File: config.mk
export PLATFORM = sky130hd
export DESIGN_NAME = qu_front_end
export DESIGN_NICKNAME = d
export VERILOG_FILES = /design/src/hdl/qu_isa_pkg.sv /design/src/hdl/qu_core_pkg.sv /design/src/hdl/qu_front_end.sv
export SDC_FILE = /design/constraint.sdc
export NUM_CORES = 1
export LEC_CHECK = 0
export ABC_AREA = 0
export ABC_CLOCK_PERIOD_IN_PS = 4970
export BUFFER_PORTS_ARGS = -buffer_cell sky130_fd_sc_hd__buf_2
export CORE_MARGIN = 4
export CORE_UTILIZATION = 45
export CTS_BUF_LIST = sky130_fd_sc_hd__clkbuf_4
export DETAILED_ROUTE_END_ITERATION = 10
export HOLD_SLACK_MARGIN = 0.03
export PLACE_DENSITY = 0.83
export RECOVER_POWER = 50
export SLEW_MARGIN = 40
export SYNTH_ARGS = -nofsm -noshare
export SYNTH_HDL_FRONTEND = slang
export SYNTH_SLANG_ARGS = --single-unit
File: constraint.sdc
create_clock -name clk -period 4.97 [get_ports clk]
set_clock_uncertainty 0.15 [all_clocks]
set_input_delay 0.994 -clock clk [delete_from_list [all_inputs] [get_ports clk]]
set_output_delay 0.994 -clock clk [all_outputs]
set_load 0.1 [all_outputs]
File: src/hdl/qu_isa_pkg.sv
// ISA types only; word-addressed 16-bit pc, program and data share one memory, r0 reads as zero
package qu_isa_pkg;

    typedef logic [31:0] word_t;
    typedef logic [3:0] reg_addr_t;
    typedef logic [15:0] pc_t;          // Word address, not byte address

    typedef enum logic [3:0] {
        OP_ADD  = 4'h0,
        OP_SUB  = 4'h1,
        OP_AND  = 4'h2,
        OP_XOR  = 4'h3,
        OP_ADDI = 4'h4,
        OP_LW   = 4'h5,
        OP_SW   = 4'h6,
        OP_BEQ  = 4'h7,                 // Target is pc + 1 + imm
        OP_HALT = 4'h8
    } opcode_e;

    typedef struct packed {
        opcode_e opcode;
        reg_addr_t rd;
        reg_addr_t rs1;
        reg_addr_t rs2;
        logic [15:0] imm;               // Signed
    } instr_t;

endpackage

File: src/hdl/qu_core_pkg.sv
// Pipeline structs; tags are architectural register numbers since there is no renaming
package qu_core_pkg;

    import qu_isa_pkg::*;

    typedef struct packed {
        opcode_e op;
        reg_addr_t rd;
        logic wr;                       // Clear for non-writing ops and for rd == r0
        pc_t pc;
        word_t imm;                     // Sign-extended
    } uop_t;

    typedef struct packed {
        logic ready;
        reg_addr_t tag;
        word_t value;
    } src_t;

    typedef struct packed {
        uop_t uop;
        src_t src1;
        src_t src2;
    } rs_entry_t;

    typedef struct packed {
        logic valid;
        reg_addr_t rd;
        word_t value;
    } wb_t;

    typedef struct packed {
        pc_t pc;
        opcode_e op;
        logic wr;
        reg_addr_t rd;
        word_t value;                   // Zero for ops that write nothing
    } retire_t;

endpackage

File: src/hdl/qu_front_end.sv
// Fetch, decode and dispatch; expects a RAM with one-cycle reads, holds while full or stalled
`timescale 1ns/1ps

module qu_front_end
    import qu_isa_pkg::*, qu_core_pkg::*;
    #(
        parameter int PC_WIDTH = 10
    )(
        input  logic clk,
        input  logic rst_n,
        input  logic fetch_en,
        input  logic stall,
        input  logic full,
        output logic [PC_WIDTH-1:0] fetch_addr,
        input  instr_t instr,
        output reg_addr_t rs1_addr,
        output reg_addr_t rs2_addr,
        input  word_t rs1_data,
        input  word_t rs2_data,
        input  wb_t wb,
        input  logic flush,
        input  pc_t flush_pc,
        output logic dispatch_valid,
        output rs_entry_t dispatch_entry
    );

    pc_t pc;
    pc_t f_pc;
    logic f_valid;
    instr_t d_instr;
    pc_t d_pc;
    logic d_valid;
    logic halt_stop;
    logic [15:0] busy;
    logic [15:0] wb_mask;
    logic [15:0] ready_now;
    uop_t d_uop;
    logic use_rs2;
    logic rd_busy;
    logic d_load;

    function automatic src_t make_src(input logic used, input reg_addr_t r, input word_t data,
                                      input logic rdy);
        src_t s;
        s.ready = !used || r == '0 || rdy;
        s.tag = r;
        s.value = used ? data : '0;
        return s;
    endfunction

    always_comb
    begin
        d_uop.op = d_instr.opcode;
        d_uop.rd = d_instr.rd;
        d_uop.pc = d_pc;
        d_uop.imm = {{16{d_instr.imm[15]}}, d_instr.imm};
        case (d_instr.opcode)
            OP_ADD, OP_SUB, OP_AND, OP_XOR, OP_ADDI, OP_LW: d_uop.wr = d_instr.rd != '0;
            default: d_uop.wr = 1'b0;
        endcase
    end

    assign use_rs2 = d_instr.opcode inside {OP_ADD, OP_SUB, OP_AND, OP_XOR, OP_SW, OP_BEQ};
    assign wb_mask = wb.valid ? (16'd1 << wb.rd) : 16'd0;
    assign ready_now = ~busy | wb_mask;         // Same-cycle writeback counts as ready
    assign rd_busy = d_uop.wr && !ready_now[d_uop.rd];

    assign rs1_addr = d_instr.rs1;
    assign rs2_addr = d_instr.rs2;

    assign dispatch_valid = d_valid && !full && !stall && !rd_busy && !halt_stop;
    assign dispatch_entry.uop = d_uop;
    assign dispatch_entry.src1 = make_src(d_instr.opcode != OP_HALT, d_instr.rs1, rs1_data,
                                          ready_now[d_instr.rs1]);
    assign dispatch_entry.src2 = make_src(use_rs2, d_instr.rs2, rs2_data,
                                          ready_now[d_instr.rs2]);

    // Decode register moves when empty or dispatching
    assign d_load = (!d_valid || dispatch_valid) && !full && !stall;
    // Re-read the held word so the RAM output stays put while decode is blocked
    assign fetch_addr = d_load ? pc[PC_WIDTH-1:0] : f_pc[PC_WIDTH-1:0];

    always_ff @(posedge clk or negedge rst_n)
    begin
        if (!rst_n)
        begin
            pc <= '0;
            f_pc <= '0;
            f_valid <= 1'b0;
            d_valid <= 1'b0;
            halt_stop <= 1'b0;
            busy <= '0;
        end
        else if (flush)
        begin
            pc <= flush_pc;
            f_valid <= 1'b0;
            d_valid <= 1'b0;
            halt_stop <= 1'b0;
            busy <= '0;                         // Everything older has retired
        end
        else
        begin
            if (d_load)
            begin
                f_valid <= fetch_en;
                d_valid <= f_valid;
                if (fetch_en)
                begin
                    f_pc <= pc;
                    pc <= pc + 16'd1;
                end
            end
            if (dispatch_valid && d_uop.op == OP_HALT)
                halt_stop <= 1'b1;
            busy <= (busy & ~wb_mask) | ((dispatch_valid && d_uop.wr) ? (16'd1 << d_uop.rd) : '0);
        end
    end

    always_ff @(posedge clk)
    begin
        if (d_load)
        begin
            d_instr <= instr;
            d_pc <= f_pc;
        end
    end

endmodule

# Word level (Yosys, flattened, before mapping)
# Cells that the tools add are included.
# totals
reg_bits	99
inputBits	155
output_inout_bits	150
wordCells	88
# op_classes
add_sub_neg	1
magnitude_cmp	3
eq_ne	9
shifts	2
n_mux	22
bitwise	6
reduce_logical	33
# ops
cell	count
16-bit two-way mux	6
32-bit two-way mux	2
16-bit NOT	2
16-bit OR	2
1-bit by 4-bit left shift with 16-bit output (first input constant)	2
16-bit by 1-bit adder with 16-bit output (second input constant)	1
16-bit bitwise AND	1
4-bit by 3-bit == test with 1-bit output (second input constant)	4
4-bit by 5-bit less-than comparator with 1-bit output (second input constant)	3
1-bit binary-select mux with 4-bit select	3
4-bit zero test	3
1-bit two-way mux	10
10-bit two-way mux	1
1-bit logical AND	9
4-bit by 2-bit == test with 1-bit output (second input constant)	2
1-bit zero test	8
2-bit nonzero test	3
6-bit nonzero test	1
6-bit OR reduction	1
1-bit logical OR	5
4-bit by 1-bit == test with 1-bit output (second input constant)	1
4-bit == test (second input constant)	1
4-bit inequality test (second input constant)	1
4-bit nonzero test	1
3 further kinds	3

# Depth between registers and ports, before layout
# depth
ltp_word	15
ltp_mapped	11
depth_no_buf	7

# Least setup slack after synthesis
# Ideal clock, no wire load.
# synth_timing
kind	reg-to-output
start	register d_instr, in the netlist dispatch_entry[124]
end	output fetch_addr[6]
arrival_time_ns	3.765
required_time_ns	3.826
path_slack_ns	0.061
path_stages_with_launch	9
n_path_buf	3
path_cell_list	edfxtp_1 > buf_2 > clkbuf_1 > inv_1 > a311oi_1 > o41ai_4 > a31oi_2 > buf_4 > mux2_2
# synth_via
elab_chain_len	11
elab_cells_between_ends	13
classes_between	mux: 4; reduce/logical: 9
# synth_lines
element	line	text
from (decl)	qu_front_end.sv:30	instr_t d_instr;
from (signal assigned)	qu_front_end.sv:124	d_instr <= instr;
1-bit binary-select mux with 4-bit select	qu_front_end.sv:66	assign rd_busy = d_uop.wr && !ready_now[d_uop.rd];
1-bit two-way mux (not written as such)	qu_front_end.sv:66	
1-bit zero test	qu_front_end.sv:66	
1-bit logical AND *	qu_front_end.sv:66	
1-bit zero test *	qu_front_end.sv:71	assign dispatch_valid = d_valid && !full && !stall && !rd_busy && !halt_stop;
1-bit logical AND * (2 in series)	qu_front_end.sv:71	
1-bit logical OR *	qu_front_end.sv:79	assign d_load = (!d_valid || dispatch_valid) && !full && !stall;
1-bit logical AND * (2 in series)	qu_front_end.sv:79	
net d_load	qu_front_end.sv:40	logic d_load;
10-bit two-way mux *	qu_front_end.sv:81	assign fetch_addr = d_load ? pc[PC_WIDTH-1:0] : f_pc[PC_WIDTH-1:0];
to (decl)	qu_front_end.sv:14	output logic [PC_WIDTH-1:0] fetch_addr,
# Mark *: on every way through the listed nets, which the timed path passes. The rest lies on a longest branch. The select of a mux whose other input is x is not followed.

# Worst setup path after layout
# layout_timing
start	input wb[36] (netlist bit)
end	output fetch_addr[7]
# layout_via
elab_chain_len	13
# layout_lines
element	line	text
from (decl)	qu_front_end.sv:20	input wb_t wb,
16-bit two-way mux	qu_front_end.sv:64	assign wb_mask = wb.valid ? (16'd1 << wb.rd) : 16'd0;
16-bit OR	qu_front_end.sv:65	assign ready_now = ~busy | wb_mask;
1-bit binary-select mux with 4-bit select	qu_front_end.sv:66	
1-bit two-way mux (not written as such)	qu_front_end.sv:66	
1-bit zero test	qu_front_end.sv:66	
1-bit logical AND	qu_front_end.sv:66	
1-bit zero test	qu_front_end.sv:71	
1-bit logical AND (2 in series)	qu_front_end.sv:71	
1-bit logical OR	qu_front_end.sv:79	
1-bit logical AND (2 in series)	qu_front_end.sv:79	
10-bit two-way mux	qu_front_end.sv:81	
# No other way between the ends. The select of a mux whose other input is x is not followed.

==> out/metrics.yaml <==
synth_area_leaders: "edfxtp_1 27%, dfrtp_1 24%, nor2b_1 4.5%, and2_1 3.8%, nand2_1 3.6%"
rsz0062_at_grt: "no"
syn_area_sq_mm: 0.00537
setup_ws_ps: 300
synth_top_area_share_pct: 26.8
grt.total_usage_pct: 24.0
drcViolationCount: 0
drv_slew: 52
root_buffer: "clkbuf_4"
final_cell_area_sq_mm: 0.00680
p_int_mw: 1.29
viasPerCell: 5.42
synth.yosys.seq_area_share_pct: 50.6
grt_pass1_vias: 4467
synth_top_flop_cell: "dfrtp_1"
cts_tree: "yes"
cts_max_path_buffers: 2
ctsResizeCount: 0
clock_latency_ps: 460
postCtsSetupRepairBufs: 0
async_flop_share_pct: 51.5
cp-start-kind: "input port"
p_sw_share_pct: 45.5
status: "complete, but fails checks"
grt_max_degree: 52
cts_buffers: 9
worst_pin_slew_ps: 2900
ys_warn_count: 0
pwr-share-clk_pct: 19.9
dp_worst_setup_slack_ps: 337
holdWs_ps: 316
synth_cell_types: 53
power_switching_mw: 1.08
drive_gt1_share_pct: 36.4
initial_core_util_pct: 46.4
grt_overflow: 0
failed_checks: "capacitance limit, slew limit"
cp.required_ps: 3830
port_buffers: 272
post-route-period-util_pct: 94.0
postRouteAntennaNets: 0
avgSynthCellArea_sq_um: 11.0
synth_nets: 646
die-area_sq_mm: 0.0137
crit_type: "in2out"
timing.slew.headroom_pct: -93.3
place_congestion: 0.923
placed_area_sq_mm: 0.00671
ir_drop_v: 0.000220
core_area_sq_mm: 0.0116
fp.dieH_um: 117
utilization_pct: 58.8
vias: 4810
path_clk_slew_ps: 170
die_x_um: 117
fp-row-count: 39
syn_inst: 490
layout.nets: 893
setup_viol: 0
finalCriticalPeriod_ps: 4670
numClockSinks: 99
drv_cap: 1
cp.arrival_ps: 3530
cts-htree-levels: 3
yosys.area.top_type: "edfxtp_1"
hp-class: "reg2reg"
powerDensity_mw_per_mm2: 349
hold_viol: 0
drt_iter0_markers: 396
crit_path_end_kind: "output port"
drt_wl_total_mm: 17.4
cp_max_fo: 12
ioPinCount: 305
postCtsHoldBufs: 0
seq_power_share_pct: 42.4
grt_pass1_wl_mm: 25.0
firstDrtPassIters: 5
fmax_mhz: 214
wl_per_cell_um: 19.6
cellLeakagePower_nw: 3.00
antenna_found_initial: 2
synth_seq_cells: 99
p_comb_share_pct: 37.7
hpwl_mm: 13.8
finalSetupTns_ps: 0
synth-edff-count: 48
area_growth_pct: 26.5
==> sequential cells by signal, indices dropped and copies added, names as in the netlist <==
register        cells
dispatch_entry     24
busy               16
d_pc               16
f_pc               16
pc                 16
rs1_addr            4
rs2_addr            4
d_valid             1
f_valid             1
halt_stop           1
==> kinds of logic (layout without fill, tap and decap cells) <==
family                   Yosys count  count (layout)  synth area share, %
adder cells (fa/ha/maj)            1               1                0.233
XOR/XNOR                           2               2                0.326
multiplexers                      44              44                 11.4
AO/OA/AOI/OAI                     74              74                 10.4
other                              0               3                    0
flip-flops                        99              99                 50.6
buffers and inverters             59             311                 6.36
AND/OR/NAND/NOR                  211             211                 20.7
==> critical path: stages <==
cell and delay (ps):
buf_2 140, nor3b_1 520, nand2_1 200, a311oi_2 410, o41ai_4 140, a31oi_4 240, buf_4 230, mux2_2 350
buf_2 290
==> cells in the mapped netlist, drive strengths merged, types with 2 or more instances <==
master	count
a21o	9
a21oi	15
a22oi	4
a311oi	4
a31oi	9
and2	33
and3	5
and3b	2
buf	30
clkbuf	16
dfrtp	51
edfxtp	48
inv	13
mux2	27
mux2i	9
mux4	8
nand2	51
nand2b	9
nand3	27
nand4	3
nor2	22
nor2b	39
nor3	6
nor4	4
nor4b	2
o211ai	2
o21ai	5
o31ai	14
o32ai	2
o41ai	2
or2	4
xnor2	2
==> final timing paths <==
kind | depth (start not counted) | slack [ps] | startpoint | end
worst max-delay path | 9 | 300 | wb[36] | fetch_addr[7]
worst max register to register | 7 | 1590 | dispatch_entry[124] | f_pc[15]
min in group asynchronous | 2 | 1390 | rst_n | f_pc[7]
worst min register to register | 0 | 320 | f_pc[15] | d_pc[15]
worst min-delay path | 0 | 320 | f_pc[15] | d_pc[15]
max in group asynchronous | 2 | 1640 | rst_n | busy[5]
==> final cells by class <==
type                       instances  area (sq um)
fill                            1050          4770
sequential                        99          2720
multi-input combinational        332          2340
timing repair buffer             282          1340
tap                              143           179
clock inverter                     7          96.3
clock buffer                       9          67.6
inverter                          13          48.8
antenna                            3          7.51
==> power groups by stage <==
stage               logic (mW)  registers [mW]  clock network, mW
floorplan                0.595            1.17                  0
global placement         0.895            1.02                  0
detailed placement       0.903            1.02                  0
CTS                      0.905            1.01              0.484
global route             0.928            1.02              0.516
finish                   0.894            1.01              0.472
==> through the flow <==
step | total power [mW] | std cells
2_1_floorplan | 1.77 | 490
3_3_place_gp | 1.91 | 869
3_5_place_dp | 1.93 | 869
4_1_cts | 2.40 | 885
5_1_grt | 2.46 | 887
6_report | 2.37 | 888
==> cells in the final DEF, fill, tap and decap left out, types with 9 or more instances in the layout <==
| master | instances |
|---|---|
| o31ai_1 | 14 |
| nor2b_1 | 39 |
| mux2i_1 | 9 |
| mux2_4 | 10 |
| mux2_2 | 17 |
| inv_1 | 13 |
| clkbuf_4 | 9 |
| dfrtp_1 | 51 |
| buf_4 | 9 |
| nand2_1 | 51 |
| edfxtp_1 | 48 |
| nand2b_1 | 9 |
| a21oi_1 | 14 |
| nand3_1 | 27 |
| a21o_1 | 9 |
| nor2_1 | 22 |
| clkbuf_1 | 74 |
| and2_1 | 33 |
| buf_2 | 199 |
==> routing by layer <==
metal / vias up / GRT usage [%] / wire [um]
li1: 2225 / - / -
met1: 2305 / 30.8 / 6670
met2: 253 / 41.0 / 8920
met3: 27 / 3.44 / 1370
met4: 0 / 9.33 / 427
met5: - / 0 / 0
Power figures use the tool's default switching activity.
