[src/hdl/qu_isa_pkg.sv]
// ISA types only; word-addressed 16-bit pc, program and data share one memory, r0 reads as zero
package qu_isa_pkg;

    typedef logic [31:0] word_t;
    typedef logic [3:0] reg_addr_t;
    typedef logic [15:0] pc_t;          // Word address, not byte address

    typedef enum logic [3:0] {
        OP_ADD  = 4'h0,
        OP_SUB  = 4'h1,
        OP_AND  = 4'h2,
        OP_XOR  = 4'h3,
        OP_ADDI = 4'h4,
        OP_LW   = 4'h5,
        OP_SW   = 4'h6,
        OP_BEQ  = 4'h7,                 // Target is pc + 1 + imm
        OP_HALT = 4'h8
    } opcode_e;

    typedef struct packed {
        opcode_e opcode;
        reg_addr_t rd;
        reg_addr_t rs1;
        reg_addr_t rs2;
        logic [15:0] imm;               // Signed
    } instr_t;

endpackage

[src/hdl/qu_core_pkg.sv]
// Pipeline structs; tags are architectural register numbers since there is no renaming
package qu_core_pkg;

    import qu_isa_pkg::*;

    typedef struct packed {
        opcode_e op;
        reg_addr_t rd;
        logic wr;                       // Clear for non-writing ops and for rd == r0
        pc_t pc;
        word_t imm;                     // Sign-extended
    } uop_t;

    typedef struct packed {
        logic ready;
        reg_addr_t tag;
        word_t value;
    } src_t;

    typedef struct packed {
        uop_t uop;
        src_t src1;
        src_t src2;
    } rs_entry_t;

    typedef struct packed {
        logic valid;
        reg_addr_t rd;
        word_t value;
    } wb_t;

    typedef struct packed {
        pc_t pc;
        opcode_e op;
        logic wr;
        reg_addr_t rd;
        word_t value;                   // Zero for ops that write nothing
    } retire_t;

endpackage

[src/hdl/qu_back_end.sv]
// Single-issue execute stage; one op in flight, loads take an extra cycle for RAM data
`timescale 1ns/1ps

module qu_back_end
    import qu_isa_pkg::*, qu_core_pkg::*;
    (
        input  logic clk,
        input  logic rst_n,
        input  logic stall,
        input  logic head_valid,
        input  rs_entry_t head,
        output logic issue,
        output logic dmem_en,
        output logic dmem_we,
        output pc_t dmem_addr,
        output word_t dmem_wdata,
        input  word_t dmem_rdata,
        output wb_t wb,
        output logic flush,
        output pc_t flush_pc,
        output logic retire_valid,
        output retire_t retire,
        output logic halt_seen
    );

    word_t a;
    word_t b;
    word_t addr_sum;
    word_t alu_res;
    logic taken;
    logic ld_pend;

    assign a = head.src1.value;
    assign b = head.src2.value;
    assign addr_sum = a + head.uop.imm;
    assign taken = head.uop.op == OP_BEQ && a == b;

    // No issue in the flush cycle, the head is already wrong-path
    assign issue = head_valid && head.src1.ready && head.src2.ready && !ld_pend && !stall && !flush;

    assign dmem_en = issue && (head.uop.op == OP_LW || head.uop.op == OP_SW);
    assign dmem_we = issue && head.uop.op == OP_SW;
    assign dmem_addr = addr_sum[15:0];
    assign dmem_wdata = b;

    always_comb
    begin
        case (head.uop.op)
            OP_ADD:  alu_res = a + b;
            OP_SUB:  alu_res = a - b;
            OP_AND:  alu_res = a & b;
            OP_XOR:  alu_res = a ^ b;
            OP_ADDI: alu_res = addr_sum;
            default: alu_res = '0;
        endcase
    end

    assign wb.valid = retire_valid && retire.wr;
    assign wb.rd = retire.rd;
    assign wb.value = retire.value;
    assign halt_seen = retire_valid && retire.op == OP_HALT;

    always_ff @(posedge clk or negedge rst_n)
    begin
        if (!rst_n)
        begin
            retire_valid <= 1'b0;
            ld_pend <= 1'b0;
            flush <= 1'b0;
        end
        else
        begin
            retire_valid <= (issue && head.uop.op != OP_LW) || ld_pend;
            ld_pend <= issue && head.uop.op == OP_LW;
            flush <= issue && taken;
        end
    end

    always_ff @(posedge clk)
    begin
        if (issue)
        begin
            retire.pc <= head.uop.pc;
            retire.op <= head.uop.op;
            retire.wr <= head.uop.wr;
            retire.rd <= head.uop.rd;
            retire.value <= alu_res;
            flush_pc <= head.uop.pc + 16'd1 + head.uop.imm[15:0];
        end
        if (ld_pend)
            retire.value <= dmem_rdata;     // Load data arrives the cycle after issue
    end

endmodule

[config.mk]
export PLATFORM = sky130hd
export DESIGN_NAME = qu_back_end
export DESIGN_NICKNAME = d
export VERILOG_FILES = /design/src/hdl/qu_isa_pkg.sv /design/src/hdl/qu_core_pkg.sv /design/src/hdl/qu_back_end.sv
export SDC_FILE = /design/constraint.sdc
export NUM_CORES = 1
export LEC_CHECK = 0
export ABC_AREA = 0
export BUFFER_PORTS_ARGS = -buffer_cell sky130_fd_sc_hd__buf_2
export CAP_MARGIN = 30
export CORE_MARGIN = 4
export CORE_UTILIZATION = 55
export DETAILED_ROUTE_END_ITERATION = 8
export PLACE_DENSITY_LB_ADDON = 0.15
export SYNTH_ARGS = -nofsm -noshare
export SYNTH_HDL_FRONTEND = slang
export SYNTH_SLANG_ARGS = --single-unit
[constraint.sdc]
create_clock -name clk -period 9.93 [get_ports clk]
set_input_delay 0.4965 -clock clk [delete_from_list [all_inputs] [get_ports clk]]
set_output_delay 0.4965 -clock clk [all_outputs]
set_load 0.03 [all_outputs]
* After elaboration in Yosys (flattened, before gate mapping) *
Index checks and enable logic that the tools add are counted.

cells by class
  add/subtract/negate cells = 5
  equal/unequal tests = 10
  mux-type cells = 3
  bitwise gates (word level) = 2
  reduce and logical (&&, ||, !) cells = 20

operator list
  kind                                            count
  case mux 32 bit (5 select lines)                1
  adder 32 bit                                    2
  two-way mux 32 bit                              2
  AND 32 bit                                      1
  == test 32 bit                                  1
  subtractor 32 bit                               1
  XOR 32 bit                                      1
  adder 16 x 1 -> 16 bit (second input constant)  1
  adder 16 bit                                    1
  == test 4 x 3 -> 1 bit (second input constant)  4
  logical AND 1 bit                               13
  == test 4 x 2 -> 1 bit (second input constant)  2
  == test 4 x 1 -> 1 bit (second input constant)  1
  == test 4 bit (second input constant)           1
  zero test 4 bit                                 1
  != test 4 x 3 -> 1 bit (second input constant)  1
  zero test 1 bit                                 3
  logical OR 1 bit                                2
  nonzero test 2 bit                              1

word-level totals
  bits in registers = 76
  input port bits = 167
  output and inout bits = 164
  logic and storage cells = 49

* Logic depth before layout (Yosys ltp) *
Gate-level depths: netlist (run 1).

  depth after elaboration = 7
  mapped depth = 14
  mapped depth without buffers = 14

* Worst setup path after synthesis (run 1) *
No wires, ideal clock.

  path type = register to output
  start point = register ld_pend
  end point = output port dmem_en
  data arrival time = 5.229 ns
  required time = 9.434 ns
  setup slack = 4.204 ns
  cell stages (with the launch flop) = 6
  path buffers = 0
  cell sequence = dfrtp_1 > inv_2 > nand4_1 > nor3_1 > nand2_1 > a21oi_1

between the ends
  longest elaborated chain between the ends = 5

ends and longest elaborated chain
  element                         RTL line           RTL
  start: declaration              qu_back_end.sv:31  logic ld_pend;
  start signal: assignment        qu_back_end.sv:68  ld_pend <= 1'b0;
  start signal: assignment        qu_back_end.sv:74  ld_pend <= issue && head.uop.op == OP_LW;
  zero test 1 bit                 qu_back_end.sv:39  assign issue = head_valid && head.src1.ready && head.src2.ready && !ld_pend && !stall && !flush;
  logical AND 1 bit (3 in a row)  qu_back_end.sv:39
  via issue                       qu_back_end.sv:12  output logic issue,
  logical AND 1 bit               qu_back_end.sv:41  assign dmem_en = issue && (head.uop.op == OP_LW || head.uop.op == OP_SW);
  end: declaration                qu_back_end.sv:13  output logic dmem_en,

The timed path passes the listed nets, and every way through them passes these cells.

* Worst setup path in the final report (run 1) *
  start point = input port head[38] (netlist bit)
  end point = register retire[31] (netlist bit), data pin

between the ends
  longest elaborated chain between the ends = 4
  elaborated cells on any way between the ends = 6
  classes of those cells = 3 x add/sub; 3 x mux

ends and longest elaborated chain
  element                               RTL line           RTL
  start: declaration                    qu_back_end.sv:11  input rs_entry_t head,
  adder 32 bit (tied with other cells)  qu_back_end.sv:35  assign addr_sum = a + head.uop.imm;
  case mux 32 bit (5 select lines) (*)  qu_back_end.sv:48  case (head.uop.op)
  two-way mux 32 bit (*)                qu_back_end.sv:81  if (issue)
  two-way mux 32 bit (*)                qu_back_end.sv:90  if (ld_pend)
  end: declaration                      qu_back_end.sv:22  output retire_t retire,

Every way passes the cells marked *; elsewhere a longest branch is shown, timed or not. The select of a mux whose other input is x is not followed.
A chain may end at the register's enable or synchronous reset.

==> impl_metrics.ini, run 1 <==
[timing]
maxSlewHeadroom_pct = 25.7
hold_viol_final = 0
finalSetupTns_ps = 0
drv_slew = 0
rsz0062_at_grt = false
skew_ps = 15.9
setup_viol = 0
worst_slew_pin_slew_ps = 1110
fin_hold_ws_ps = 316
fmax_mhz = 258
period_minus_slack_ps = 3880
period_share_pct = 39.0

[worst_setup_path]
cp_common_cell = a31oi_1
worst_path_max_delay_cell = o31ai_1
worstPathRequired_ps = 10020
r2r-end = retire[11]
cp_top_family = compound AO/OA/AOI/OAI gates
arrival_ps = 3970
path_max_fanout = 5
setup.worst_path.end_class = flop
timing.setup.critical_path_class = in -> reg
crit_start = head[38]
r2r_cells = 6
crit_chain = buf_2 -> ha_1 -> a211oi_1 -> o21ai_1 -> o2111a_1 -> o21ai_0 -> a31oi_1 -> a31o_2 -> o31ai_1 -> o211ai_1 -> a21oi_1 -> a31oi_1
timing.rr.start = ld_pend
start_kind = primary input
slowest_delay_ps = 480
cp_num_buf_inv = 1
rrSetupSlack_ps = 6840

[power]
p_int_mw = 0.828
power.switching_mw = 0.536
p_leak_nw = 5.22
clock_power_share_pct = 29.0
seq_power_share_pct = 26.9
ir_drop_v = 0.0000924
switching_share_pct = 39.3
combPwrFrac_pct = 44.0
power_density_nw_per_um2 = 118

[finish]
drive_gt1_share_pct = 27.7
syn2layout_area_growth_pct = 14.9
final_cell_mix = buf_2, a21oi_1, ha_1
n_antenna_cell = 0
final_common_cell = buf_2
nNetsFinal = 1716

[synthesis]
netlist_instances = 1214
synth_edf_count = 73
ys.flop_type = edfxtp_1
syn_avg_cell_area_um2 = 8.30
ys_types = 97
ys_ff_latch = 76
ys_warn_count = 0
netlist_area_um2 = 10100
yosysSeqAreaShare_pct = 22.5
synth_nets = 1495
synthArstFlopShare_pct = 3.95

[detailed_routing]
vias = 10400
routed_via_density = 6.25
drtPass1Iterations = 7
drcViolationCount = 0
drt_iter0_markers = 911
antenna_left = 0
drt_wl_total_mm = 35.0
wl_per_cell_um = 21.0

[global_route]
antenna_found_initial = 2
grt_pass1_wl_mm = 51.4
grt_remaining_overflow = 0
grt_pass1_vias = 9382
grt_start_max_net_pins = 47
track_usage_pct = 32.1

[clock_network]
cts_buffers = 9
cts_tree = done
clk_pin_slew_ps = 70
hold_buffers = 1
clkSinkCount = 76
clock_latency_ps = 360
cts.repair.resized = 0
cts_buffer_depth = 2
postCtsSetupRepairBufs = 0
h-tree-depth = 3
cts_root_buf = clkbuf_16

[placed_design]
dp_hpwl_mm = 27.7
io_buffers = 322
place_congestion = 0.988

[floorplan]
io-pin-count = 331
dieWidth_um = 143
design.die.area_um2 = 20500
chipHeight_um = 143
initial_core_util_pct = 56.1
num_rows = 49
core_region_area_um2 = 18000

[worst_hold_path]
min_to = retire[33]
hold_start = head[124]
holdPathStages = 1
hold_path.class = in -> reg

[run]
cap_violations = 0

[outcome]
outcome = complete, no violations
-- metrics by stage --
stage | cells | worst slack, ps | power [mW] | utilization (%) | area, µm²
floorplan | 1214 | 4200 | 0.810 | - | 10100
global placement | 1652 | 5930 | 0.955 | 62.5 | 11200
detailed placement | 1652 | 5820 | 0.962 | 62.5 | 11200
CTS | 1668 | 6150 | 1.35 | 64.4 | 11600
global route | 1668 | 6050 | 1.42 | 64.4 | 11600
finish | 1668 | 6050 | 1.36 | 64.4 | 11600
-- power by group through the flow --
| stage | logic [mW] | registers [mW] | clock network (mW) |
|---|---|---|---|
| 2_1_floorplan | 0.420 | 0.390 | 0 |
| 3_3_place_gp | 0.581 | 0.374 | 0 |
| 3_5_place_dp | 0.587 | 0.375 | 0 |
| 4_1_cts | 0.590 | 0.368 | 0.394 |
| 5_1_grt | 0.649 | 0.368 | 0.408 |
| 6_report | 0.601 | 0.368 | 0.396 |
-- routing by layer --
metal  global-route usage, %  share of wire, %  up-vias
met5                       0             0.063        -
met4                    10.7               3.2        4
met1                    44.4                42     4876
met3                    5.69               9.9       84
met2                    51.2                45      555
li1                        -                 -     4902
-- cell usage after synthesis, types with 4 or more instances --
| master | count | area share [%] |
|---|---|---|
| nor2b_1 | 15 | 0.93 |
| edfxtp_1 | 73 | 22 |
| o21ai_0 | 66 | 3.3 |
| nand2b_1 | 17 | 1.1 |
| a211oi_1 | 11 | 0.82 |
| nand2_1 | 76 | 2.8 |
| and2_1 | 6 | 0.37 |
| buf_4 | 77 | 5.7 |
| a31oi_1 | 25 | 1.6 |
| a21o_1 | 32 | 2.4 |
| o2111ai_1 | 5 | 0.43 |
| o32ai_1 | 5 | 0.43 |
| a21oi_1 | 115 | 5.7 |
| nor3_1 | 29 | 1.4 |
| xnor2_1 | 41 | 3.6 |
| nand3_1 | 21 | 1.0 |
| o21a_1 | 8 | 0.60 |
| inv_2 | 4 | 0.15 |
| a32oi_1 | 4 | 0.35 |
| buf_2 | 7 | 0.35 |
| mux2i_1 | 8 | 0.79 |
| o21bai_1 | 19 | 1.4 |
| o21ai_1 | 9 | 0.45 |
| nand4_1 | 9 | 0.56 |
| buf_1 | 4 | 0.15 |
| o31a_1 | 4 | 0.35 |
| a222oi_1 | 10 | 0.99 |
| buf_6 | 11 | 1.2 |
| a221oi_1 | 9 | 0.78 |
| o211ai_1 | 20 | 1.5 |
| or3_1 | 7 | 0.43 |
| fa_1 | 4 | 0.79 |
| o31ai_1 | 11 | 0.82 |
| xor2_1 | 19 | 1.7 |
| a22oi_1 | 10 | 0.75 |
| or2_2 | 5 | 0.31 |
| a211o_1 | 4 | 0.35 |
| nor2_1 | 92 | 3.4 |
| inv_1 | 75 | 2.8 |
| and3_1 | 13 | 0.81 |
| clkbuf_1 | 27 | 1.0 |
| nor4_1 | 8 | 0.50 |
| ha_1 | 110 | 14 |
-- worst max path at each step --
stage	end	slack [ps]	cells past startpoint
floorplan	dmem_en	4200	5
global placement	retire[31]	5930	12
detailed placement	retire[31]	5820	12
CTS	retire[31]	6150	12
global route	retire[31]	6050	12
finish	retire[31]	6050	12
-- worst register-to-register path, cell delays in order (launching register included) --
cell     delay, ps
dfrtp_1        370
buf_4          280
inv_2          390
nand4_1        170
nor3_2         140
buf_4          500
or2_2          860
-- cells by family (layout without fill, tap and decap cells) --
logic type,Yosys count,count (layout),synth area share (%)
simple gates,319,319,15.6
compound gates,429,429,29.7
buf+inv,205,430,11.4
xor+xnor,60,60,5.22
fa+ha+maj,114,114,14.5
flops,76,76,22.5
mux,11,11,1.13
-- state kept, by name, indices dropped and copies added (netlist names) --
name          count
flush             1
flush_pc         16
ld_pend           1
retire           57
retire_valid      1
-- cell type report --
type	count	area, µm²
Clock buffer	9	225
Clock inverter	6	113
Fill cell	1629	6390
Inverter	79	297
Multi-Input combinational cell	933	6670
Sequential cell	76	2270
Tap cell	229	287
Timing Repair Buffer	336	1720
Power figures use the tool's default switching activity.
==> run 2: changes to the inputs <==
--- a/config.mk
+++ b/config.mk
@@ -9,7 +9,7 @@
 export BUFFER_PORTS_ARGS = -buffer_cell sky130_fd_sc_hd__buf_2
 export CAP_MARGIN = 30
 export CORE_MARGIN = 4
-export CORE_UTILIZATION = 55
+export CORE_UTILIZATION = 48
 export DETAILED_ROUTE_END_ITERATION = 8
 export PLACE_DENSITY_LB_ADDON = 0.15
 export SYNTH_ARGS = -nofsm -noshare
==> constraint.sdc (replaced) <==
create_clock -name clk -period 3.3 [get_ports clk]
set_input_delay 0.165 -clock clk [delete_from_list [all_inputs] [get_ports clk]]
set_output_delay 0.165 -clock clk [all_outputs]
set_load 0.03 [all_outputs]
==> run 2 against run 1 <==
Net effect:
- design area up 8.0%
- flip-flop and latch count did not move
- core utilization down 3.3 points
- power grew to 3.2 times the previous value
- global-route usage down 1.9 points
- sequential power rose to 3.0 times the previous value
- clock power grew to 3.1 times the previous value
- combinational power increased to 3.3 times the previous value
- critical path depth grew 4
- wire length up 6.2%
- hold slack got worse by 310 ps
- largest cell class unchanged
==> impl_metrics.ini, run 2 (synthesized netlist as in run 1, its figures left out) <==
[finish]
reg_top3 = retire (57), flush_pc (16)
drive_gt1_share_pct = 32.1
nNetsFinal = 1825
fin_cells = 1818
final_core_util_pct = 61.2
top_register = retire
final_common_cell = buf_2
syn2layout_area_growth_pct = 24.1
n_antenna_cell = 0
largest_reg_flops = 57
final_cell_mix = buf_2, a21oi_1, ha_1

[clock_network]
h-tree-depth = 3
cts_tree = done
cts_root_buf = clkbuf_16
cts_buffer_depth = 2
clk_pin_slew_ps = 70
clock_latency_ps = 360
clkSinkCount = 76
cts_buffers = 9

[worst_setup_path]
path_max_fanout = 3
arrival_ps = 3220
cp_common_cell = buf_4
start_kind = primary input
timing.setup.critical_path_class = in -> reg
worstPathRequired_ps = 3390
worst_path_max_delay_cell = a222oi_1
setup.worst_path.end_class = flop
slowest_delay_ps = 630
crit_chain = buf_2 -> buf_4 -> ha_1 -> buf_4 -> nor2b_1 -> o211ai_2 -> a31oi_1 -> buf_4 -> a221oi_4 -> o211ai_1 -> nor2_1 -> mux2i_1 -> o32ai_1 -> a222oi_1 -> buf_4 -> a21oi_1
r2r_cells = 7

[worst_hold_path]
hold_path.class = in -> reg
holdPathStages = 1

[detailed_routing]
drtPass1Iterations = 8
antenna_left = 0
wl_per_cell_um = 20.5
drt_iter0_markers = 1045
routed_via_density = 5.92
drcViolationCount = 0
drt_wl_total_mm = 37.2
vias = 10800

[timing]
fmax_mhz = 319
skew_ps = 13.0
period_share_pct = 94.9
drv_slew = 0
fin_hold_ws_ps = 7.31
rsz0062_at_grt = false
hold_viol_final = 0
maxSlewHeadroom_pct = 35.9
setup_viol = 0
period_minus_slack_ps = 3130
worst_slew_pin_slew_ps = 958

[placed_design]
dp_cells = 1791
dp_hpwl_mm = 29.8
io_buffers = 322
place_congestion = 0.994

[outcome]
outcome = complete, no violations

[global_route]
antenna_found_initial = 1
grt_pass1_vias = 10300
grt_start_max_net_pins = 46
track_usage_pct = 30.2
grt_remaining_overflow = 0
grt_pass1_wl_mm = 56.9

[power]
p_leak_nw = 5.74
power_density_nw_per_um2 = 344
ir_drop_v = 0.000231

[floorplan]
design.die.area_um2 = 23400
core_region_area_um2 = 20400
initial_core_util_pct = 49.3
io-pin-count = 331
chipHeight_um = 153
num_rows = 52
dieWidth_um = 153

[run]
cap_violations = 0
## run 2: cell type report
| type | instances | area (µm²) |
|---|---|---|
| sequential | 76 | 2270 |
| fill | 1872 | 7930 |
| inverter | 79 | 297 |
| timing repair buffer | 445 | 2590 |
| clock buffer | 9 | 225 |
| multi-input combinational | 933 | 6670 |
| clock inverter | 6 | 113 |
| tap | 270 | 338 |
## run 2: worst paths after layout
check	startpoint	end	slack, ps
max in group asynchronous	rst_n	ld_pend	3060
worst max register to register	ld_pend	retire[30]	1110
min in group asynchronous	rst_n	flush	140
worst min-delay path	head[117]	retire[52]	7
worst max-delay path	head[37]	retire[13]	170
worst min register to register	ld_pend	retire_valid	690
## run 2: what timing repair did
| item | CTS | global route |
|---|---|---|
| setup buffers | 0 | 0 |
| gates resized for setup | 0 | 0 |
| hold endpoints to repair | 13 | 1 |
| hold buffers | 11 | 1 |
## run 2: power breakdown
| group | switching (mW) | internal (mW) | total [mW] |
|---|---|---|---|
| registers | 0.00853 | 1.10 | 1.11 |
| clock network | 0.467 | 0.739 | 1.21 |
| logic | 1.20 | 0.784 | 1.99 |
## run 2: critical path: cells and delay by family
| family | cells | cell delay (ps) |
|---|---|---|
| and+or+nand+nor | 2 | 320 |
| muxes | 1 | 190 |
| buffers and inverters | 5 | 790 |
| AOI/OAI and AO/OA | 7 | 1560 |
| adders and majority gates | 1 | 200 |
## run 2: per-layer routing
layer / vias up / global-route usage [%] / part of all wire (%) / wire length (µm)
met5: - / 0 / 0 / 0
met4: 0 / 7.09 / 2.1 / 794
met3: 61 / 5.06 / 9.1 / 3390
met2: 549 / 49.2 / 45 / 16900
met1: 5026 / 42.2 / 43 / 16100
li1: 5126 / - / - / -
## run 2: per-stage QoR
stage                     TNS [ps]  total power, mW  instance area (µm²)  setup WS, ps
after floorplan                  0             2.44                10100           315
after global placement        -126             3.05                12000          -126
after detailed placement      -266             3.06                12000          -140
after CTS                        0             4.27                12500           215
after global routing             0             4.50                12500          3.77
final                            0             4.30                12500           167
