[src/hdl/qu_isa_pkg.sv]
// ISA types only; word-addressed 16-bit pc, program and data share one memory, r0 reads as zero
package qu_isa_pkg;

    typedef logic [31:0] word_t;
    typedef logic [3:0] reg_addr_t;
    typedef logic [15:0] pc_t;          // Word address, not byte address

    typedef enum logic [3:0] {
        OP_ADD  = 4'h0,
        OP_SUB  = 4'h1,
        OP_AND  = 4'h2,
        OP_XOR  = 4'h3,
        OP_ADDI = 4'h4,
        OP_LW   = 4'h5,
        OP_SW   = 4'h6,
        OP_BEQ  = 4'h7,                 // Target is pc + 1 + imm
        OP_HALT = 4'h8
    } opcode_e;

    typedef struct packed {
        opcode_e opcode;
        reg_addr_t rd;
        reg_addr_t rs1;
        reg_addr_t rs2;
        logic [15:0] imm;               // Signed
    } instr_t;

endpackage

[src/hdl/qu_core_pkg.sv]
// Pipeline structs; tags are architectural register numbers since there is no renaming
package qu_core_pkg;

    import qu_isa_pkg::*;

    typedef struct packed {
        opcode_e op;
        reg_addr_t rd;
        logic wr;                       // Clear for non-writing ops and for rd == r0
        pc_t pc;
        word_t imm;                     // Sign-extended
    } uop_t;

    typedef struct packed {
        logic ready;
        reg_addr_t tag;
        word_t value;
    } src_t;

    typedef struct packed {
        uop_t uop;
        src_t src1;
        src_t src2;
    } rs_entry_t;

    typedef struct packed {
        logic valid;
        reg_addr_t rd;
        word_t value;
    } wb_t;

    typedef struct packed {
        pc_t pc;
        opcode_e op;
        logic wr;
        reg_addr_t rd;
        word_t value;                   // Zero for ops that write nothing
    } retire_t;

endpackage

[src/hdl/qu_res_st.sv]
// In-order reservation queue; dispatch must respect full, issue only while head_valid
`timescale 1ns/1ps

module qu_res_st
    import qu_core_pkg::*;
    #(
        parameter int RS_DEPTH = 4
    )(
        input  logic clk,
        input  logic rst_n,
        input  logic flush,
        input  logic dispatch_valid,
        input  rs_entry_t dispatch_entry,
        output logic full,
        input  wb_t wb,
        output logic head_valid,
        output rs_entry_t head,
        input  logic issue
    );

    localparam int PTR_W = (RS_DEPTH > 1) ? $clog2(RS_DEPTH) : 1;
    localparam int CNT_W = $clog2(RS_DEPTH + 1);

    rs_entry_t q [RS_DEPTH];
    logic [PTR_W-1:0] head_ptr;
    logic [PTR_W-1:0] tail_ptr;
    logic [CNT_W-1:0] count;

    function automatic src_t wake(input src_t s, input wb_t w);
        src_t r;
        r = s;
        if (!s.ready && w.valid && w.rd == s.tag)
        begin
            r.ready = 1'b1;
            r.value = w.value;
        end
        return r;
    endfunction

    function automatic logic [PTR_W-1:0] next_ptr(input logic [PTR_W-1:0] p);
        return (p == PTR_W'(RS_DEPTH - 1)) ? '0 : p + 1'b1;
    endfunction

    assign full = count == CNT_W'(RS_DEPTH);
    assign head_valid = count != '0;

    always_comb
    begin
        head = q[head_ptr];
        head.src1 = wake(q[head_ptr].src1, wb);     // Lets a dependent op issue back to back
        head.src2 = wake(q[head_ptr].src2, wb);
    end

    always_ff @(posedge clk or negedge rst_n)
    begin
        if (!rst_n)
        begin
            head_ptr <= '0;
            tail_ptr <= '0;
            count <= '0;
        end
        else if (flush)
        begin
            head_ptr <= '0;
            tail_ptr <= '0;
            count <= '0;
        end
        else
        begin
            if (dispatch_valid)
                tail_ptr <= next_ptr(tail_ptr);
            if (issue)
                head_ptr <= next_ptr(head_ptr);
            count <= count + CNT_W'(dispatch_valid) - CNT_W'(issue);
        end
    end

    always_ff @(posedge clk)
    begin
        for (int i = 0; i < RS_DEPTH; i++)
        begin
            q[i].src1 <= wake(q[i].src1, wb);
            q[i].src2 <= wake(q[i].src2, wb);
        end
        if (dispatch_valid)
            q[tail_ptr] <= dispatch_entry;
    end

endmodule

[config.mk]
export PLATFORM = sky130hd
export DESIGN_NAME = qu_res_st
export DESIGN_NICKNAME = d
export VERILOG_FILES = /design/src/hdl/qu_isa_pkg.sv /design/src/hdl/qu_core_pkg.sv /design/src/hdl/qu_res_st.sv
export SDC_FILE = /design/constraint.sdc
export NUM_CORES = 1
export LEC_CHECK = 0
export ABC_AREA = 1
export BUFFER_PORTS_ARGS = -buffer_cell sky130_fd_sc_hd__buf_2
export CAP_MARGIN = 0
export CORE_MARGIN = 8
export CORE_UTILIZATION = 56
export DETAILED_ROUTE_END_ITERATION = 12
export PLACE_DENSITY = 0.74
export SYNTH_ARGS = -nofsm -noshare
export SYNTH_HDL_FRONTEND = slang
export SYNTH_SLANG_ARGS = --single-unit
export TNS_END_PERCENT = 10
[constraint.sdc]
create_clock -name clk -period 4.2 [get_ports clk]
set_input_delay 1.26 -clock clk [delete_from_list [all_inputs] [get_ports clk]]
set_output_delay 1.26 -clock clk [all_outputs]
set_load 0.005 [all_outputs]
# == Word level (Yosys, flattened, before mapping) ==
# Memory sizes are Yosys's and may differ from the RTL's.
# Cells that the tools add are included.
# word_totals
mem_count,1
out_inout_bits,133
ram_bits,524
register_bits,7
# mem_list
name,words,word_bits,read_ports,rd_ports_with_merged_regs,wr,line,text
q,4,131,5,0,5,qu_res_st.sv:24,rs_entry_t q [RS_DEPTH];
# op_classes
eq_ne,13
n_mux,29
add_sub_neg,4
reduce_logical,33
# ops
operator,n
$mux 32,10
$eq 4x4->1,10
$logic_and 1x1->1,20
$mux 1,12
$mux 2,6
$logic_not 1->1,10
$add 2x1->2 const B,2
$eq 2x2->1 const B,2
$reduce_bool 2->1,2
$add 3x1->3,1
$eq 3x3->1 const B,1
$mux 3,1
$reduce_bool 3->1,1
$sub 3x1->3,1

# == Longest topological paths before layout ==
# Gate-level depths: netlist of the first run.
# An unclocked memory read counts as a cell.
# logic_depth
depth_word,5
mapped_depth,12
ltp_nobuf,10

# == Least setup slack after synthesis of the first run ==
# No wires, ideal clock.
# synth_path
path_kind,input to output
from,input port wb[34] in the netlist's numbering
to,output port head[39] in the netlist's numbering
path_slack_ns,0.578
stages,9
required_time_ns,2.940
n_path_buf,2
t_arrival_ns,2.362
cell_sequence,buf_2 > clkinv_1 > nand3_1 > nand3_1 > nor2_4 > nand2_4 > buf_6 > nand2_1 > nand2_1
# synth_lines
element,line,text
"start, declared",qu_res_st.sv:15,"input wb_t wb,"
"end, declared",qu_res_st.sv:17,"output rs_entry_t head,"

==> flow_summary_export.csv, run 1 <==
group,metric,value,unit
yosys,synth_edf_count,516,
finish,final_nets,2629,
sta,tightest_slew,0.957,ns
floorplanning,row_count,75,
worst_setup_path,rr_endpoint,"q[0][6]$_DFFE_PP_",
worst_setup_path,cp.arrival,2.82,ns
placed_design,pre_cts_slack,0.232,ns
yosys,synth_most_common_cell,"edfxtp_1",
drt,dr.first_iter.drc_count,1855,
clocking,h-tree-depth,2,
sta,period_share,0.972,
yosys,synth.avg_cell_area,10.7,um2
power_and_ir_drop,p_per_area,472,mW/mm2
clocking,root_buffer,"clkbuf_16",
sta,setup_violations,0,
yosys,synthTopCellsByArea,"edfxtp_1 66%, o21ai_0 11%, nand2_1 5.8%",
clocking,numCtsBuffers,54,
clocking,cts_sinks,531,
sta,fmax,245,MHz
worst_setup_path,crit_path_end_kind,"output port",
sta,slew_headroom,0.362,
clocking,cts_tree,"yes",
floorplanning,ioPinCount,306,
yosys,yosysTopAreaCellShare,0.657,
global_routing,grt_pass1_vias,17837,
global_routing,overflow,0,
floorplanning,start_util,0.565,
yosys,yosys.cell_types.count,30,
worst_setup_path,r2r_cells,5,
drt,routed-via-count,17969,
worst_setup_path,reg2reg_from,"tail_ptr[0]$_DFFE_PN0P_",
clocking,cts_hold_buf,0,
global_routing,track_usage,0.250,
yosys,syn_area,0.0236,mm2
sta,finalHoldViolCount,0,
clocking,clk_pin_slew_worst_paths,0.06,ns
yosys,synth_fp_nets,2385,
yosys,synth-seq-area-share,0.671,
yosys,synth_ff_type,"edfxtp_1",
placed_design,dp_cells,2931,
yosys,synthTopCellsByCount,"516 x edfxtp_1, 509 x o21ai_0, 363 x nand2_1",
flow_run,cap_viol_max_count,0,
yosys,syn_inst,2204,
worst_setup_path,required,2.94,ns
sta,timing.hold.ws,0.501,ns
drt,ant_nets,0,
yosys,yosysWarningCount,0,
drt,routed_wl,63.6,mm
sta,period_minus_slack,4.08,ns
worst_setup_path,path_class,"reg2out",
drt,first_pass_iters,6,
power_and_ir_drop,p_leak,10.6,nW
worst_setup_path,r2r_setup_slack,1.99,ns
worst_setup_path,critPathLaunchType,"flip-flop",
placed_design,numPortBuffers,305,
floorplanning,die_w,221,um
placed_design,dp_hpwl,38.7,mm
finish,drive_gt1_frac,0.177,
power_and_ir_drop,ir_drop,0.419,mV
clocking,cts.path.max_buffers,3,
drt,wire_per_inst,20.9,um
floorplanning,die_h,221,um
yosys,yosysTopAreaCell,"edfxtp_1",
placed_design,gp_congestion,0.864,
sta,fin_ws,0.119,ns
sta,slew_violations,0,
sta,skew,0.0132,ns
floorplanning,dieArea,0.0490,mm2
global_routing,grt_start_max_net_pins,165,
finish,area_growth,15.6,%
finish,fin_cells,3035,
hold_path,hold_class,"in2async",
drt,vias_per_cell,5.92,
status,status,"finished, final reports clean",
yosys,synth-async-reset-ratio,0.0132,
global_routing,grt_pass1_wl,97.0,mm
global_routing,antenna_found_initial,14,
clocking,clk_latency,0.59,ns
floorplanning,core_area,0.0418,mm2
worst_setup_path,cp_max_fo,33,
yosys,ys_ff_latch,531,
clocking,cts_setup_buffers,0,
sta,rsz0062_at_grt,"yes",
drt,drc_errors,0,
## layer usage
metal | global-route usage | up-vias | share of wire | wire length, um
met5 | 0 | - | 0.0015 | 94
met4 | 0.0971 | 16 | 0.031 | 1980
met3 | 0.0708 | 153 | 0.098 | 6220
met2 | 0.418 | 808 | 0.49 | 30900
met1 | 0.304 | 8604 | 0.38 | 24400
li1 | - | 8388 | - | -
## stage by stage
stage           util  instance area (um2)  TNS [ns]  power (W)
2_1_floorplan      -                23600         0    0.00749
3_3_place_gp   0.611                25500         0    0.00827
3_5_place_dp   0.611                25500         0    0.00833
4_1_cts        0.652                27200         0     0.0129
5_1_grt        0.653                27200     -2.21     0.0134
6_report       0.653                27300         0     0.0129
## worst max-delay path by stage
stage	slack, ns	end	startpoint
2_1_floorplan	0.58	head[39]	wb[34]
3_5_place_dp	0.23	head[47]	wb[34]
3_3_place_gp	0.31	head[52]	wb[34]
5_1_grt	-0.09	head[49]	head_ptr[0]$_DFFE_PN0P_
6_report	0.12	head[5]	head_ptr[0]$_DFFE_PN0P_
4_1_cts	0.001	head[47]	head_ptr[0]$_DFFE_PN0P_
## cell type report
type / instances / area, um2
sequential: 531 / 15800
fill: 3212 / 14500
multi-input combinational: 1418 / 6700
timing repair buffer: 341 / 1950
clock buffer: 70 / 1430
tap: 539 / 674
inverter: 102 / 395
clock inverter: 27 / 262
antenna: 7 / 17.5
## placed cells by master (no fill, tap or decap), drive strengths merged, types with 5 or more instances in the layout
| master | count |
|---|---|
| edfxtp | 516 |
| o21ai | 513 |
| nand2 | 367 |
| buf | 341 |
| nor2 | 269 |
| o22ai | 127 |
| nand3 | 102 |
| inv | 100 |
| clkbuf | 70 |
| clkinv | 23 |
| a21oi | 11 |
| dfxtp | 8 |
| diode | 7 |
| ha | 7 |
| dfrtp | 7 |
| xor2 | 6 |
| a31oi | 5 |
| bufinv | 5 |
## worst max-delay path, cell delays in order, from the launching register on
cell and delay, ns:
dfrtp_4 0.64, inv_8 0.24, nand2_1 0.09, nand3_1 0.11
nand2_1 0.11, nand2_1 0.09, nand3_2 0.09, nor2_4 0.18
nand2_4 0.26, nand2_1 0.17, nand2_1 0.06, buf_2 0.12
## timing repair
action	CTS	global route
resized for setup	1	5
pin swaps	0	0
endpoints found under the setup margin	12	64
## power breakdown
part	switching, W	total, W	internal [W]
registers	0.000107	0.00630	0.00620
clock network	0.00193	0.00463	0.00270
logic	0.00129	0.00193	0.000638
## cell families after synthesis
family,count (synthesis),share of synthesized area
compound gates,656,0.146
xor+xnor,10,0.00371
fa+ha+maj,8,0.00456
buf+inv,255,0.0468
flops,531,0.671
simple gates,744,0.128
## registers in the layout (all words and copies together), names as in the netlist
signal,flops
q,524
count,3
head_ptr,2
tail_ptr,2
(Power assumes the default switching activity.)
==> run 2, diff against run 1 <==
--- a/config.mk
+++ b/config.mk
@@ -9,9 +9,10 @@
 export BUFFER_PORTS_ARGS = -buffer_cell sky130_fd_sc_hd__buf_2
 export CAP_MARGIN = 0
 export CORE_MARGIN = 8
-export CORE_UTILIZATION = 56
+export CORE_UTILIZATION = 52
 export DETAILED_ROUTE_END_ITERATION = 12
-export PLACE_DENSITY = 0.74
+export GPL_TIMING_DRIVEN = 0
+export PLACE_DENSITY = 0.72
 export SYNTH_ARGS = -nofsm -noshare
 export SYNTH_HDL_FRONTEND = slang
 export SYNTH_SLANG_ARGS = --single-unit
==> constraint.sdc (replaced) <==
create_clock -name clk -period 3.4 [get_ports clk]
set_input_delay 1.02 -clock clk [delete_from_list [all_inputs] [get_ports clk]]
set_output_delay 1.02 -clock clk [all_outputs]
set_load 0.005 [all_outputs]
==> flow_summary_export.csv, run 2 (synthesized netlist as in run 1, its figures left out) <==
group,metric,value,unit
status,status,"finished, violations left",
status,violations,"negative setup slack",
floorplanning,die_w,229,um
finish,largest_reg_flops,524,
floorplanning,row_count,78,
sta,period_minus_slack,3.70,ns
worst_setup_path,critPathLaunchType,"flip-flop",
floorplanning,die_h,229,um
worst_setup_path,required,2.38,ns
drt,ant_nets,0,
hold_path,hold_class,"in2async",
placed_design,gp_congestion,0.928,
flow_run,cap_viol_max_count,0,
sta,timing.hold.ws,0.241,ns
worst_setup_path,path_class,"reg2out",
drt,dr.first_iter.drc_count,3222,
clocking,cts_sinks,531,
power_and_ir_drop,p_total,0.0166,W
clocking,root_buffer,"clkbuf_16",
drt,vias_per_cell,6.21,
clocking,numCtsBuffers,53,
finish,final_nets,2794,
placed_design,dp_hpwl,53.2,mm
global_routing,grt_pass1_wl,119,mm
clocking,cts.path.max_buffers,3,
worst_setup_path,crit_end,"head[52]",
sta,rsz0062_at_grt,"yes",
floorplanning,dieArea,0.0524,mm2
global_routing,antenna_found_initial,22,
sta,slew_violations,0,
power_and_ir_drop,p_leak,11.5,nW
finish,layout_common_cells,"516 x edfxtp_1, 493 x o21ai_0, 294 x buf_2, 283 x nand2_1, 265 x nor2_1",
sta,fmax,270,MHz
finish,final_cell_area,0.0295,mm2
finish,area_growth,24.9,%
finish,final-seq-area,0.0158,mm2
sta,setup_violations,76,
global_routing,overflow,0,
drt,first_pass_iters,8,
sta,period_share,1.09,
sta,fin_ws,-0.301,ns
sta,tns,-16.51,ns
placed_design,dpl_cell_area,0.0262,mm2
clocking,clk_pin_slew_worst_paths,0.06,ns
global_routing,grt_pass1_vias,20020,
floorplanning,core_area,0.0451,mm2
sta,skew,0.0265,ns
worst_setup_path,rr_endpoint,"q[0][23]$_DFFE_PP_",
worst_setup_path,cp_max_fo,8,
worst_setup_path,r2r_setup_slack,0.68,ns
finish,multi_input_area,0.00718,mm2
worst_setup_path,reg2reg_from,"tail_ptr[0]$_DFFE_PN0P_",
clocking,clk_latency,0.63,ns
finish,final_common_cell,"edfxtp_1",
worst_setup_path,r2r_cells,6,
drt,routed_wl,82.9,mm
drt,drc_errors,0,
finish,top_register,"q",
worst_setup_path,cp.arrival,2.68,ns
power_and_ir_drop,ir_drop,0.564,mV
finish,top_regs,"q: 524 flops, count: 3 flops",
drt,wire_per_inst,25.4,um
sta,tightest_slew,0.899,ns
finish,drive_gt1_frac,0.248,
power_and_ir_drop,p_per_area,565,mW/mm2
placed_design,pre_cts_slack,-0.383,ns
worst_setup_path,crit_path_end_kind,"output port",
clocking,cts_tree,"yes",
finish,num-fill-cells,3430,
placed_design,numPortBuffers,303,
sta,finalHoldViolCount,0,
global_routing,grt_start_max_net_pins,55,
floorplanning,start_util,0.523,
floorplanning,ioPinCount,306,
global_routing,track_usage,0.296,
worst_setup_path,worstSetupStartpoint,"head_ptr[0]$_DFFE_PN0P_",
clocking,h-tree-depth,2,
drt,routed-via-count,20261,
sta,slew_headroom,0.401,
## run 2: changes by cell type in the layout (fill, tap and decap cells not counted), moves of 16 or more
cell,before,now
clkbuf_2,0,28
nand3_1,95,77
o21ai_0,509,493
buf_6,3,40
nand2_4,5,35
clkbuf_1,15,63
nand3_2,7,24
nand2_1,359,283
nand2_2,2,47
## run 2: metal layers
| layer | track usage | up-vias | wire [um] |
|---|---|---|---|
| li1 | - | 8729 | - |
| met2 | 0.471 | 1653 | 38500 |
| met3 | 0.0931 | 351 | 11500 |
| met1 | 0.358 | 9504 | 28200 |
| met4 | 0.159 | 24 | 4510 |
| met5 | 0 | - | 149 |
## run 2: worst max-delay path: stages (launching register included)
cell	delay (ns)
dfrtp_2	0.45
buf_6	0.16
buf_6	0.13
nand2_1	0.06
nand3_1	0.08
nand2_2	0.11
o21ai_1	0.09
nor2_4	0.32
nand2_8	0.19
clkbuf_16	0.21
nand2_1	0.07
nand2_1	0.06
buf_2	0.13
## run 2: where the power goes
group / leakage (nW) / total (W) / switching [W] / internal, W
registers: 4.91 / 0.00778 / 0.000127 / 0.00765
clock network: 0.801 / 0.00567 / 0.00257 / 0.00310
logic: 5.76 / 0.00320 / 0.00204 / 0.00117
total: 11.5 / 0.0166 / 0.00473 / 0.0119
## run 2: what timing repair did
action	in CTS	in global routing
pin swaps	8	32
setup buffers	20	11
cloned	1	9
resized for setup	183	187
endpoints found under the hold margin	0	0
hold buffers	0	0
setup endpoints to repair	123	114
## run 2: worst min path at each step
stage / end / slack, ns / cells after the start
5_1_grt: tail_ptr[0]$_DFFE_PN0P_ / 0.25 / 1
3_3_place_gp: q[1][73]$_DFF_P_ / 0.48 / 2
4_1_cts: count[0]$_DFF_PN0_ / 0.23 / 1
6_report: head_ptr[0]$_DFFE_PN0P_ / 0.24 / 1
2_1_floorplan: q[1][73]$_DFF_P_ / 0.46 / 2
3_5_place_dp: q[1][73]$_DFF_P_ / 0.48 / 2
## run 2: stage by stage
stage	instances	util
finish	3265	0.653
global route	3260	0.653
CTS	3238	0.633
detailed placement	3119	0.580
global placement	3107	0.574
floorplan	2204	-
## run 2: cell type report
type	count	share of cell area
diodes	9	0.000764
plain buffers	151	0.0400
clock buffers	71	0.0494
clock inverters	27	0.00688
inverters	102	0.0136
multi-input cells	1418	0.244
flip-flops and latches	531	0.537
well taps	600	0.0255
repair buffers	356	0.0828
==> run 3, diff against run 2 <==
--- a/config.mk
+++ b/config.mk
@@ -8,11 +8,13 @@
 export ABC_AREA = 1
 export BUFFER_PORTS_ARGS = -buffer_cell sky130_fd_sc_hd__buf_2
 export CAP_MARGIN = 0
+export CORE_ASPECT_RATIO = 1.25
 export CORE_MARGIN = 8
-export CORE_UTILIZATION = 52
+export CORE_UTILIZATION = 31
 export DETAILED_ROUTE_END_ITERATION = 12
 export GPL_TIMING_DRIVEN = 0
-export PLACE_DENSITY = 0.72
+export PLACE_DENSITY = 0.46
+export SLEW_MARGIN = 20
 export SYNTH_ARGS = -nofsm -noshare
 export SYNTH_HDL_FRONTEND = slang
 export SYNTH_SLANG_ARGS = --single-unit
==> flow_summary_export.csv, run 3 (synthesized netlist as in run 1, its figures left out) <==
group,metric,value,unit
sta,setup_violations,69,
clocking,root_buffer,"clkbuf_16",
status,status,"finished, violations left",
drt,routed-via-count,18982,
drt,dr.first_iter.drc_count,1552,
finish,drive_gt1_frac,0.216,
hold_path,hold_class,"in2async",
worst_setup_path,r2r_setup_slack,0.69,ns
worst_setup_path,reg2reg_from,"tail_ptr[0]$_DFFE_PN0P_",
global_routing,grt_pass1_vias,19626,
sta,skew,0.0260,ns
clocking,cts_sinks,531,
sta,slew_headroom,0.300,
sta,fin_ws,-0.215,ns
floorplanning,ioPinCount,306,
worst_setup_path,critPathLaunchType,"flip-flop",
drt,drc_errors,0,
finish,final_common_cell,"edfxtp_1",
finish,largest_reg_flops,524,
finish,top_regs,"q: 524 flops, count: 3 flops",
sta,rsz0062_at_grt,"yes",
finish,final_cell_area,0.0291,mm2
drt,routed_wl,92.2,mm
worst_setup_path,cp.arrival,2.59,ns
global_routing,grt_pass1_wl,133,mm
floorplanning,core_area,0.0756,mm2
drt,ant_nets,0,
worst_setup_path,path_class,"reg2out",
sta,period_share,1.06,
floorplanning,die_w,263,um
sta,finalHoldViolCount,0,
clocking,h-tree-depth,2,
sta,fmax,277,MHz
clocking,cts.path.max_buffers,3,
finish,final_nets,2767,
global_routing,track_usage,0.208,
finish,layout_common_cells,"516 x edfxtp_1, 509 x o21ai_0, 330 x nand2_1, 308 x buf_2, 265 x nor2_1",
floorplanning,die_h,324,um
sta,tightest_slew,1.05,ns
worst_setup_path,required,2.38,ns
power_and_ir_drop,p_leak,11.2,nW
sta,period_minus_slack,3.61,ns
placed_design,numPortBuffers,303,
global_routing,grt_start_max_net_pins,39,
worst_setup_path,cp_max_fo,10,
finish,area_growth,23.3,%
clocking,numCtsBuffers,55,
drt,vias_per_cell,5.24,
clocking,cts_tree,"yes",
floorplanning,start_util,0.312,
placed_design,dp_hpwl,63.8,mm
power_and_ir_drop,ir_drop,0.383,mV
sta,tns,-8.60,ns
drt,wire_per_inst,25.5,um
clocking,clk_pin_slew_worst_paths,0.06,ns
sta,slew_violations,0,
worst_setup_path,rr_endpoint,"q[0][21]$_DFFE_PP_",
placed_design,pre_cts_slack,-0.492,ns
power_and_ir_drop,p_per_area,574,mW/mm2
status,violations,"negative setup slack",
worst_setup_path,r2r_cells,7,
flow_run,cap_viol_max_count,0,
finish,top_register,"q",
global_routing,overflow,0,
clocking,clk_latency,0.62,ns
floorplanning,dieArea,0.0852,mm2
floorplanning,row_count,113,
placed_design,gp_congestion,0.888,
power_and_ir_drop,p_total,0.0167,W
placed_design,dpl_cell_area,0.0266,mm2
worst_setup_path,worstSetupStartpoint,"head_ptr[0]$_DFFE_PN0P_",
global_routing,antenna_found_initial,20,
drt,first_pass_iters,6,
worst_setup_path,crit_path_end_kind,"output port",
-- run 3: final cells by class --
cell class	count	area, um2
Buffer	153	1210
Multi-Input combinational cell	1418	6800
Timing Repair Buffer	325	1860
Fill cell	7483	46500
Inverter	102	397
Tap cell	977	1220
Clock buffer	64	1430
Sequential cell	531	15800
Clock inverter	36	308
Antenna cell	15	37.5
-- run 3: per-stage QoR --
step	utilization	std cells	hold WS, ns
global placement	0.348	3484	0.486
floorplan	-	2204	0.462
CTS	0.383	3605	0.215
detailed placement	0.351	3492	0.491
global route	0.384	3608	0.233
finish	0.385	3621	0.257
-- run 3: worst max-delay path by stage --
stage                                endpoint  slack, ns  depth (start not counted)
after detailed placement             head[30]      -0.49                         10
after floorplan           q[3][100]$_DFFE_PP_       0.14                          4
final                                head[29]      -0.21                         14
after global placement    q[0][128]$_DFFE_PP_      -1.75                          5
after CTS                            head[38]      -0.25                         12
after global routing                 head[66]      -0.34                         13
-- run 3: where the power goes --
group,switching [W],leakage (nW),internal (W)
registers,0.000119,4.91,0.00765
clock network,0.00260,0.848,0.00338
logic,0.00198,5.45,0.000991
-- run 3: per-layer routing --
metal / up-vias / track usage / routed length, um
met3: 192 / 0.0508 / 7140
li1: 8685 / - / -
met4: 10 / 0.0702 / 3130
met2: 858 / 0.365 / 45600
met5: - / 0 / 66
met1: 9237 / 0.248 / 36300
-- run 3: worst max-delay path, cell delays in order (launching register included) --
cell     delay [ns]
dfrtp_2        0.45
inv_2          0.10
buf_8          0.14
nand2_1        0.06
nand3_1        0.10
nand2_2        0.10
nand2_1        0.08
nand3_2        0.09
nor2_4         0.13
buf_12         0.15
nand2_8        0.08
buf_12         0.16
nand2_1        0.07
nand2_1        0.09
buf_4          0.17
-- run 3: timing repair --
action | CTS | global route
setup endpoints to repair | 123 | 113
hold buffers | 0 | 0
gates cloned | 1 | 0
pin swaps | 5 | 2
gates resized for setup | 199 | 24
setup buffers | 12 | 1
